==> src/include/inflight_macros.svh <==
`ifndef INFLIGHT_MACROS_SVH
`define INFLIGHT_MACROS_SVH

// register address split: low bits pick the bank, high bits the row
`define INFL_ADDR_BITS 6
`define INFL_BANK_BITS 2
`define INFL_ROW_BITS  4

// geometry
`define INFL_NUM_BANKS 4
`define INFL_NUM_ROWS  16

// port counts
`define INFL_NUM_READ  3
`define INFL_NUM_WB    2
`define INFL_NUM_ALLOC 2

`endif

==> src/logic/inflight_pkg.sv <==
`include "inflight_macros.svh"

package inflight_pkg;

  // full architectural register number
  typedef logic [`INFL_ADDR_BITS-1:0] reg_addr_t;

  typedef logic [`INFL_BANK_BITS-1:0] bank_idx_t;
  typedef logic [`INFL_ROW_BITS-1:0]  row_t;

  // one flag per row of a bank
  typedef logic [`INFL_NUM_ROWS-1:0] row_bits_t;

  // one bit per read port
  typedef logic [`INFL_NUM_READ-1:0] read_bits_t;

  typedef enum logic {INIT_CLEAR, INIT_RUN} init_state_t;

endpackage

==> src/logic/inflight_bank.sv <==
`include "inflight_macros.svh"

module inflight_bank
  import inflight_pkg::*;
(
  input  logic       clk,
  input  logic       rst,
  input  row_bits_t  clear_mask,
  input  row_bits_t  set_mask,
  input  row_t       read_row [`INFL_NUM_READ],
  output read_bits_t read_bit
);

  row_bits_t busy_bits;
  row_bits_t next_bits;

  // clear first, so a set on the same edge wins
  assign next_bits = (busy_bits & ~clear_mask) | set_mask;

  // rows hold their value while rst is high
  always_ff @(posedge clk)
  begin
    if (!rst)
      busy_bits <= next_bits;
  end

  genvar r;

  generate
    for (r = 0; r < `INFL_NUM_READ; r++)
    begin : g_read
      assign read_bit[r] = busy_bits[read_row[r]];
    end
  endgenerate

endmodule

==> src/logic/inflight_table.sv <==
`include "inflight_macros.svh"

module inflight_table
  import inflight_pkg::*;
(
  input  logic                        clk,
  input  logic                        rst,
  input  logic                        read_en,
  input  reg_addr_t                   read_addr [`INFL_NUM_READ],
  input  logic [`INFL_NUM_READ-1:0]   read_const,
  input  logic [`INFL_NUM_READ-1:0]   read_oe,
  input  reg_addr_t                   wb_addr [`INFL_NUM_WB],
  input  logic [`INFL_NUM_WB-1:0]     wb_en,
  input  reg_addr_t                   alloc_addr [`INFL_NUM_ALLOC],
  input  logic [`INFL_NUM_ALLOC-1:0]  alloc_en,
  output read_bits_t                  read_data,
  output logic                        init_busy
);

  row_bits_t                 clear_mask [`INFL_NUM_BANKS];
  row_bits_t                 set_mask [`INFL_NUM_BANKS];
  reg_addr_t                 wb_addr_dly [`INFL_NUM_WB];
  logic [`INFL_NUM_WB-1:0]   wb_en_dly;
  row_t                      read_row [`INFL_NUM_READ];
  read_bits_t                bank_bits [`INFL_NUM_BANKS];

  write_router i_router (
    .clk         (clk),
    .rst         (rst),
    .wb_addr     (wb_addr),
    .wb_en       (wb_en),
    .alloc_addr  (alloc_addr),
    .alloc_en    (alloc_en),
    .clear_mask  (clear_mask),
    .set_mask    (set_mask),
    .wb_addr_dly (wb_addr_dly),
    .wb_en_dly   (wb_en_dly),
    .init_busy   (init_busy)
  );

  genvar b;

  // all banks share the read rows, the merge picks the bank
  generate
    for (b = 0; b < `INFL_NUM_BANKS; b++)
    begin : g_bank
      inflight_bank i_bank (
        .clk        (clk),
        .rst        (rst),
        .clear_mask (clear_mask[b]),
        .set_mask   (set_mask[b]),
        .read_row   (read_row),
        .read_bit   (bank_bits[b])
      );
    end
  endgenerate

  read_merge i_merge (
    .clk         (clk),
    .rst         (rst),
    .read_en     (read_en),
    .read_addr   (read_addr),
    .read_const  (read_const),
    .read_oe     (read_oe),
    .wb_addr     (wb_addr),
    .wb_en       (wb_en),
    .wb_addr_dly (wb_addr_dly),
    .wb_en_dly   (wb_en_dly),
    .init_busy   (init_busy),
    .bank_bits   (bank_bits),
    .read_row    (read_row),
    .read_data   (read_data)
  );

endmodule

==> src/logic/read_merge.sv <==
`include "inflight_macros.svh"

module read_merge
  import inflight_pkg::*;
(
  input  logic                     clk,
  input  logic                     rst,
  input  logic                     read_en,
  input  reg_addr_t                read_addr [`INFL_NUM_READ],
  input  logic [`INFL_NUM_READ-1:0] read_const,
  input  logic [`INFL_NUM_READ-1:0] read_oe,
  input  reg_addr_t                wb_addr [`INFL_NUM_WB],
  input  logic [`INFL_NUM_WB-1:0]   wb_en,
  input  reg_addr_t                wb_addr_dly [`INFL_NUM_WB],
  input  logic [`INFL_NUM_WB-1:0]   wb_en_dly,
  input  logic                     init_busy,
  input  read_bits_t               bank_bits [`INFL_NUM_BANKS],
  output row_t                     read_row [`INFL_NUM_READ],
  output read_bits_t               read_data
);

  reg_addr_t                 addr_q [`INFL_NUM_READ];
  logic [`INFL_NUM_READ-1:0] const_q;
  logic [`INFL_NUM_READ-1:0] oe_q;
  bank_idx_t                 bank_q [`INFL_NUM_READ];
  read_bits_t                sel_bit;
  read_bits_t                wb_hit;

  always_ff @(posedge clk)
  begin
    if (rst)
    begin
      const_q <= '0;
      oe_q    <= '0;
    end
    else if (read_en)
    begin
      const_q <= read_const;
      // reads issued during start-up come back as 0
      oe_q    <= read_oe & {`INFL_NUM_READ{~init_busy}};
    end
  end

  always_ff @(posedge clk)
  begin
    if (read_en)
      addr_q <= read_addr;
  end

  genvar i;

  generate
    for (i = 0; i < `INFL_NUM_READ; i++)
    begin : g_port
      assign read_row[i] = addr_q[i][`INFL_ADDR_BITS-1:`INFL_BANK_BITS];
      assign bank_q[i]   = addr_q[i][`INFL_BANK_BITS-1:0];
      assign sel_bit[i]  = bank_bits[bank_q[i]][i];
    end
  endgenerate

  // write-first: a writeback in flight or arriving now reads as done
  always_comb
  begin
    wb_hit = '0;
    for (int p = 0; p < `INFL_NUM_READ; p++)
    begin
      for (int w = 0; w < `INFL_NUM_WB; w++)
      begin
        if (wb_en[w] && wb_addr[w] == addr_q[p])
          wb_hit[p] = 1'b1;
        if (wb_en_dly[w] && wb_addr_dly[w] == addr_q[p])
          wb_hit[p] = 1'b1;
      end
    end
  end

  assign read_data = sel_bit & oe_q & ~const_q & ~wb_hit;

endmodule

==> src/logic/write_router.sv <==
`include "inflight_macros.svh"

module write_router
  import inflight_pkg::*;
(
  input  logic                        clk,
  input  logic                        rst,
  input  reg_addr_t                   wb_addr [`INFL_NUM_WB],
  input  logic [`INFL_NUM_WB-1:0]     wb_en,
  input  reg_addr_t                   alloc_addr [`INFL_NUM_ALLOC],
  input  logic [`INFL_NUM_ALLOC-1:0]  alloc_en,
  output row_bits_t                   clear_mask [`INFL_NUM_BANKS],
  output row_bits_t                   set_mask [`INFL_NUM_BANKS],
  output reg_addr_t                   wb_addr_dly [`INFL_NUM_WB],
  output logic [`INFL_NUM_WB-1:0]     wb_en_dly,
  output logic                        init_busy
);

  init_state_t state;
  row_t        init_row;

  bank_idx_t wb_bank [`INFL_NUM_WB];
  row_t      wb_row [`INFL_NUM_WB];
  bank_idx_t alloc_bank [`INFL_NUM_ALLOC];
  row_t      alloc_row [`INFL_NUM_ALLOC];

  // start-up clear, one row of every bank per cycle
  always_ff @(posedge clk)
  begin
    if (rst)
    begin
      state    <= INIT_CLEAR;
      init_row <= '0;
    end
    else if (state == INIT_CLEAR)
    begin
      init_row <= init_row + 1'b1;
      if (init_row == row_t'(`INFL_NUM_ROWS - 1))
        state <= INIT_RUN;
    end
  end

  assign init_busy = (state == INIT_CLEAR);

  // writeback delay stage
  always_ff @(posedge clk)
  begin
    if (rst)
      wb_en_dly <= '0;
    else
      wb_en_dly <= wb_en;
  end

  always_ff @(posedge clk)
  begin
    wb_addr_dly <= wb_addr;
  end

  genvar w;
  genvar a;

  generate
    for (w = 0; w < `INFL_NUM_WB; w++)
    begin : g_wb_split
      assign wb_bank[w] = wb_addr_dly[w][`INFL_BANK_BITS-1:0];
      assign wb_row[w]  = wb_addr_dly[w][`INFL_ADDR_BITS-1:`INFL_BANK_BITS];
    end
    for (a = 0; a < `INFL_NUM_ALLOC; a++)
    begin : g_alloc_split
      assign alloc_bank[a] = alloc_addr[a][`INFL_BANK_BITS-1:0];
      assign alloc_row[a]  = alloc_addr[a][`INFL_ADDR_BITS-1:`INFL_BANK_BITS];
    end
  endgenerate

  // per-bank decode, delayed writebacks clear and allocates set
  always_comb
  begin
    for (int b = 0; b < `INFL_NUM_BANKS; b++)
    begin
      clear_mask[b] = '0;
      set_mask[b]   = '0;
      if (state == INIT_CLEAR)
        clear_mask[b][init_row] = 1'b1;
      for (int i = 0; i < `INFL_NUM_WB; i++)
      begin
        if (wb_en_dly[i] && wb_bank[i] == bank_idx_t'(b))
          clear_mask[b][wb_row[i]] = 1'b1;
      end
      for (int j = 0; j < `INFL_NUM_ALLOC; j++)
      begin
        if (alloc_en[j] && alloc_bank[j] == bank_idx_t'(b))
          set_mask[b][alloc_row[j]] = 1'b1;
      end
    end
  end

endmodule

==> config.mk <==
export PLATFORM = sky130hd
export DESIGN_NAME = inflight_table
export DESIGN_NICKNAME = d
export VERILOG_FILES = /design/src/logic/inflight_pkg.sv /design/src/logic/inflight_bank.sv /design/src/logic/inflight_table.sv /design/src/logic/read_merge.sv /design/src/logic/write_router.sv
export VERILOG_INCLUDE_DIRS = /design/src /design/src/include
export SDC_FILE = /design/constraint.sdc
export NUM_CORES = 1
export LEC_CHECK = 0
export ABC_AREA = 0
export BUFFER_PORTS_ARGS = -buffer_cell sky130_fd_sc_hd__buf_4
export CAP_MARGIN = 20
export CORE_MARGIN = 2
export CORE_UTILIZATION = 40
export DETAILED_ROUTE_END_ITERATION = 10
export PLACE_DENSITY_LB_ADDON = 0.08
export SYNTH_ARGS = -nofsm -noshare
export SYNTH_HDL_FRONTEND = slang
export SYNTH_SLANG_ARGS = --single-unit
==> constraint.sdc <==
create_clock -name clk -period 2.2 [get_ports clk]
set_input_delay 0.11 -clock clk [delete_from_list [all_inputs] [get_ports clk]]
set_output_delay 0.11 -clock clk [all_outputs]
set_load 0.005 [all_outputs]
==> flow_metrics.tcl <==
set metrics [dict create \
    status "complete, but fails checks" \
    failed_checks "negative setup slack" \
    synth_adder_area_share 0.006220 \
    crit_arrival_ns 2.35 \
    yosys_warnings 0 \
    synthTopCellsByArea "edfxtp_1 31%, mux4_2 11%, dfxtp_1 6.2%, a22oi_1 6.1%, o22ai_1 4.7%" \
    synth_enable_flop_cells 82 \
    antenna_found_initial 0 \
    maxSlewViolCount 0 \
    wl_per_cell_um 26.26 \
    io_pins 59 \
    grt_first_pass_wirelength_um 46400 \
    synth_mux_area_frac 0.1712 \
    drtPass1Iterations 6 \
    postSynthCellCount 812 \
    synthTopCellsByCount "99 x nand2_1, 82 x edfxtp_1, 65 x a22oi_1, 61 x o22ai_1, 60 x o21ai_0" \
    antenna_cells 0 \
    setup_viol 3 \
    numPortBuffers 58 \
    hold_viol_final 0 \
    max_freq_ghz 0.4059 \
    peakVddDrop_mv 0.3387 \
    skew_ns 0.004180 \
    crit_path_start_kind "flip-flop" \
    vias_per_cell 6.497 \
    ys_ff_latch 107 \
    cts_tree "yes" \
    fin_nets 972 \
    clockRootBuffer "clkbuf_16" \
    multi_input_area_um2 4751 \
    numCtsBuffers 9 \
    power_switching_mw 1.730 \
    synthSimpleGateAreaFrac 0.1592 \
    first_iter_violations 969 \
    wl_um 31060 \
    worst_slew_pin_slew_ns 0.8316 \
    htree_levels 3 \
    intPower_mw 4.001 \
    powerDensity_nw_per_um2 582.5 \
    fin_ws_ns -0.2635 \
    row_count 51 \
    holdPathStages 2 \
    grt_usage 0.2879 \
    drive_above_1_share 0.2222 \
    p_leak_nw 3.426 \
    die_y_um 145.8 \
    async_reset_ff_frac 0 \
    switching_share 0.3019 \
    initial_utilization 0.4107 \
    r2r_slack_ns 0.24 \
    ant_nets 0 \
    syn_nets 871 \
    die_area_um2 21270 \
    crit_type "flip-flop to output pin" \
    required_ns 2.09 \
    dieWidth_um 145.8 \
    ys_types 41 \
    area_growth_pct 22.27 \
    regArea_um2 2963 \
    synth_top_family_by_area "multiplexers" \
    hold_path.class "input port to flip-flop" \
    syn-cell-area_um2 8046 \
    fin_crit_sh 1.120 \
    synthXorXnorAreaFrac 0.08164 \
    gp_congestion 0.9517 \
    core_area_um2 19590 \
    grt_overflow 0 \
    clock_path_buffers 2 \
    synth_ff_type "edfxtp_1" \
    drc 0 \
    endpoint_kind "output pin" \
    timing.setup.tns_ns -0.5663 \
    pwr-share-comb 0.245 \
    rr_worst_depth 5 \
    yosysMostFrequentCell "nand2_1" \
    period_minus_slack_ns 2.463 \
    cp_max_fo 5 \
    grt_setup_unrepaired "yes" \
    p_seq_frac 0.447 \
    synth_top_cell_by_area "edfxtp_1" \
    hold_slack_ns 0.01445 \
    clkTransAtPathRegs_ns 0.08 \
    grt_pass1_vias 7453 \
    grt_start_max_net_pins 65 \
    fillerInstances 1802 \
    slew_headroom 0.4456 \
    clock-sinks 107 \
    clkLatencyLatePin_ns 0.36 \
    power_mw 5.730 \
    yosysSeqAreaShare 0.3682 \
    dp_hpwl_um 21470 \
    synth_top_area_frac 0.3060 \
    maxCapViolCount 0 \
    p_clk_frac 0.309 \
    synth_compound_area_frac 0.1654 \
    syn_area_per_cell_um2 9.909 \
    num_vias 7686 \
]
-- worst paths after layout --
| kind | to | startpoint |
|---|---|---|
| max | read_data[2] | i_merge.read_row[1]$_DFFE_PP_ |
| min | i_router.wb_en_dly[0]$_SDFF_PP0_ | wb_en[0] |
| max reg2reg | g_bank[0].i_bank.busy_bits[6]$_DFFE_PN_ | i_router.wb_addr_dly[2]$_DFF_P_ |
| min reg2reg | i_merge.oe_q[2]$_SDFFE_PP0P_ | i_merge.oe_q[2]$_SDFFE_PP0P_ |
-- area by class of cell --
type | instances | share of cell area
Inverter | 14 | 0.005341
Multi-Input combinational cell | 623 | 0.4829
Tap cell | 265 | 0.03370
Clock buffer | 10 | 0.02544
Sequential cell | 107 | 0.3012
Clock inverter | 6 | 0.006232
Timing Repair Buffer | 158 | 0.1452
-- kinds of logic (layout without fill, tap and decap cells) --
family	count (synthesis)	after routing
compound gates	207	207
xor+xnor	75	75
fa+ha+maj	4	4
buf+inv	82	188
flops	107	107
mux	73	73
simple gates	264	264
-- placed cells by master, fill, tap and decap left out, drive strengths merged, types with 15 or more instances in the layout --
cell type / instances
nand4: 18
xnor2: 37
nand2b: 20
mux4: 49
o21ai: 61
nor2b: 21
o22ai: 61
nand3: 28
edfxtp: 82
dlygate4sd3: 33
dfxtp: 25
nor2: 36
nand2: 99
xor2: 38
a22oi: 65
mux2i: 24
inv: 15
buf: 125
-- metrics by stage --
stage                     instances  worst slack, ns  area (um2)  utilization
final                          1183          -0.2635        9838       0.5022
after global routing           1183          -0.3323        9838       0.5022
after CTS                      1175          -0.2671        9756       0.4980
after detailed placement       1115          0.02773        8950       0.4569
after global placement         1115          0.06367        8950       0.4569
after floorplan                 812           0.2200        8046            -
-- metal layers --
metal | global-route usage | routed length (um)
met5 | 0 | 0
met2 | 0.4250 | 13500
met1 | 0.4044 | 12750
met3 | 0.06332 | 3517
met4 | 0.1314 | 1287
-- power groups by stage --
| stage | sequential, mW | clock (mW) | combinational (mW) |
|---|---|---|---|
| floorplan | 2.45 | 0 | 0.869 |
| global placement | 2.59 | 0 | 1.21 |
| detailed placement | 2.60 | 0 | 1.22 |
| CTS | 2.55 | 1.79 | 1.35 |
| global route | 2.57 | 1.86 | 1.49 |
| finish | 2.56 | 1.77 | 1.40 |
-- sequential cells by signal (all words and copies together) (netlist names) --
signal	cells
g_bank.i_bank.busy_bits	64
i_merge.read_row	12
i_router.wb_addr_dly	12
i_merge.addr_q	6
i_router.init_row	4
i_merge.const_q	3
i_merge.oe_q	3
i_router.wb_en_dly	2
i_router.state	1
-- critical path, cell delays in order (launching register included) --
cell      delay [ns]
edfxtp_1        0.38
buf_12          0.13
mux4_2          0.49
mux4_2          0.52
o211ai_2        0.18
a211oi_2        0.11
buf_4           0.17
-- timing repair --
item | CTS | global route
pin swaps | 4 | 5
endpoints found under the setup margin | 3 | 3
gates cloned | 1 | 0
resized for setup | 20 | 5
hold buffers | 33 | 0
buffers inserted | 10 | 8
endpoints found under the hold margin | 33 | 0
No activity file was read; power rests on OpenSTA's default activity.
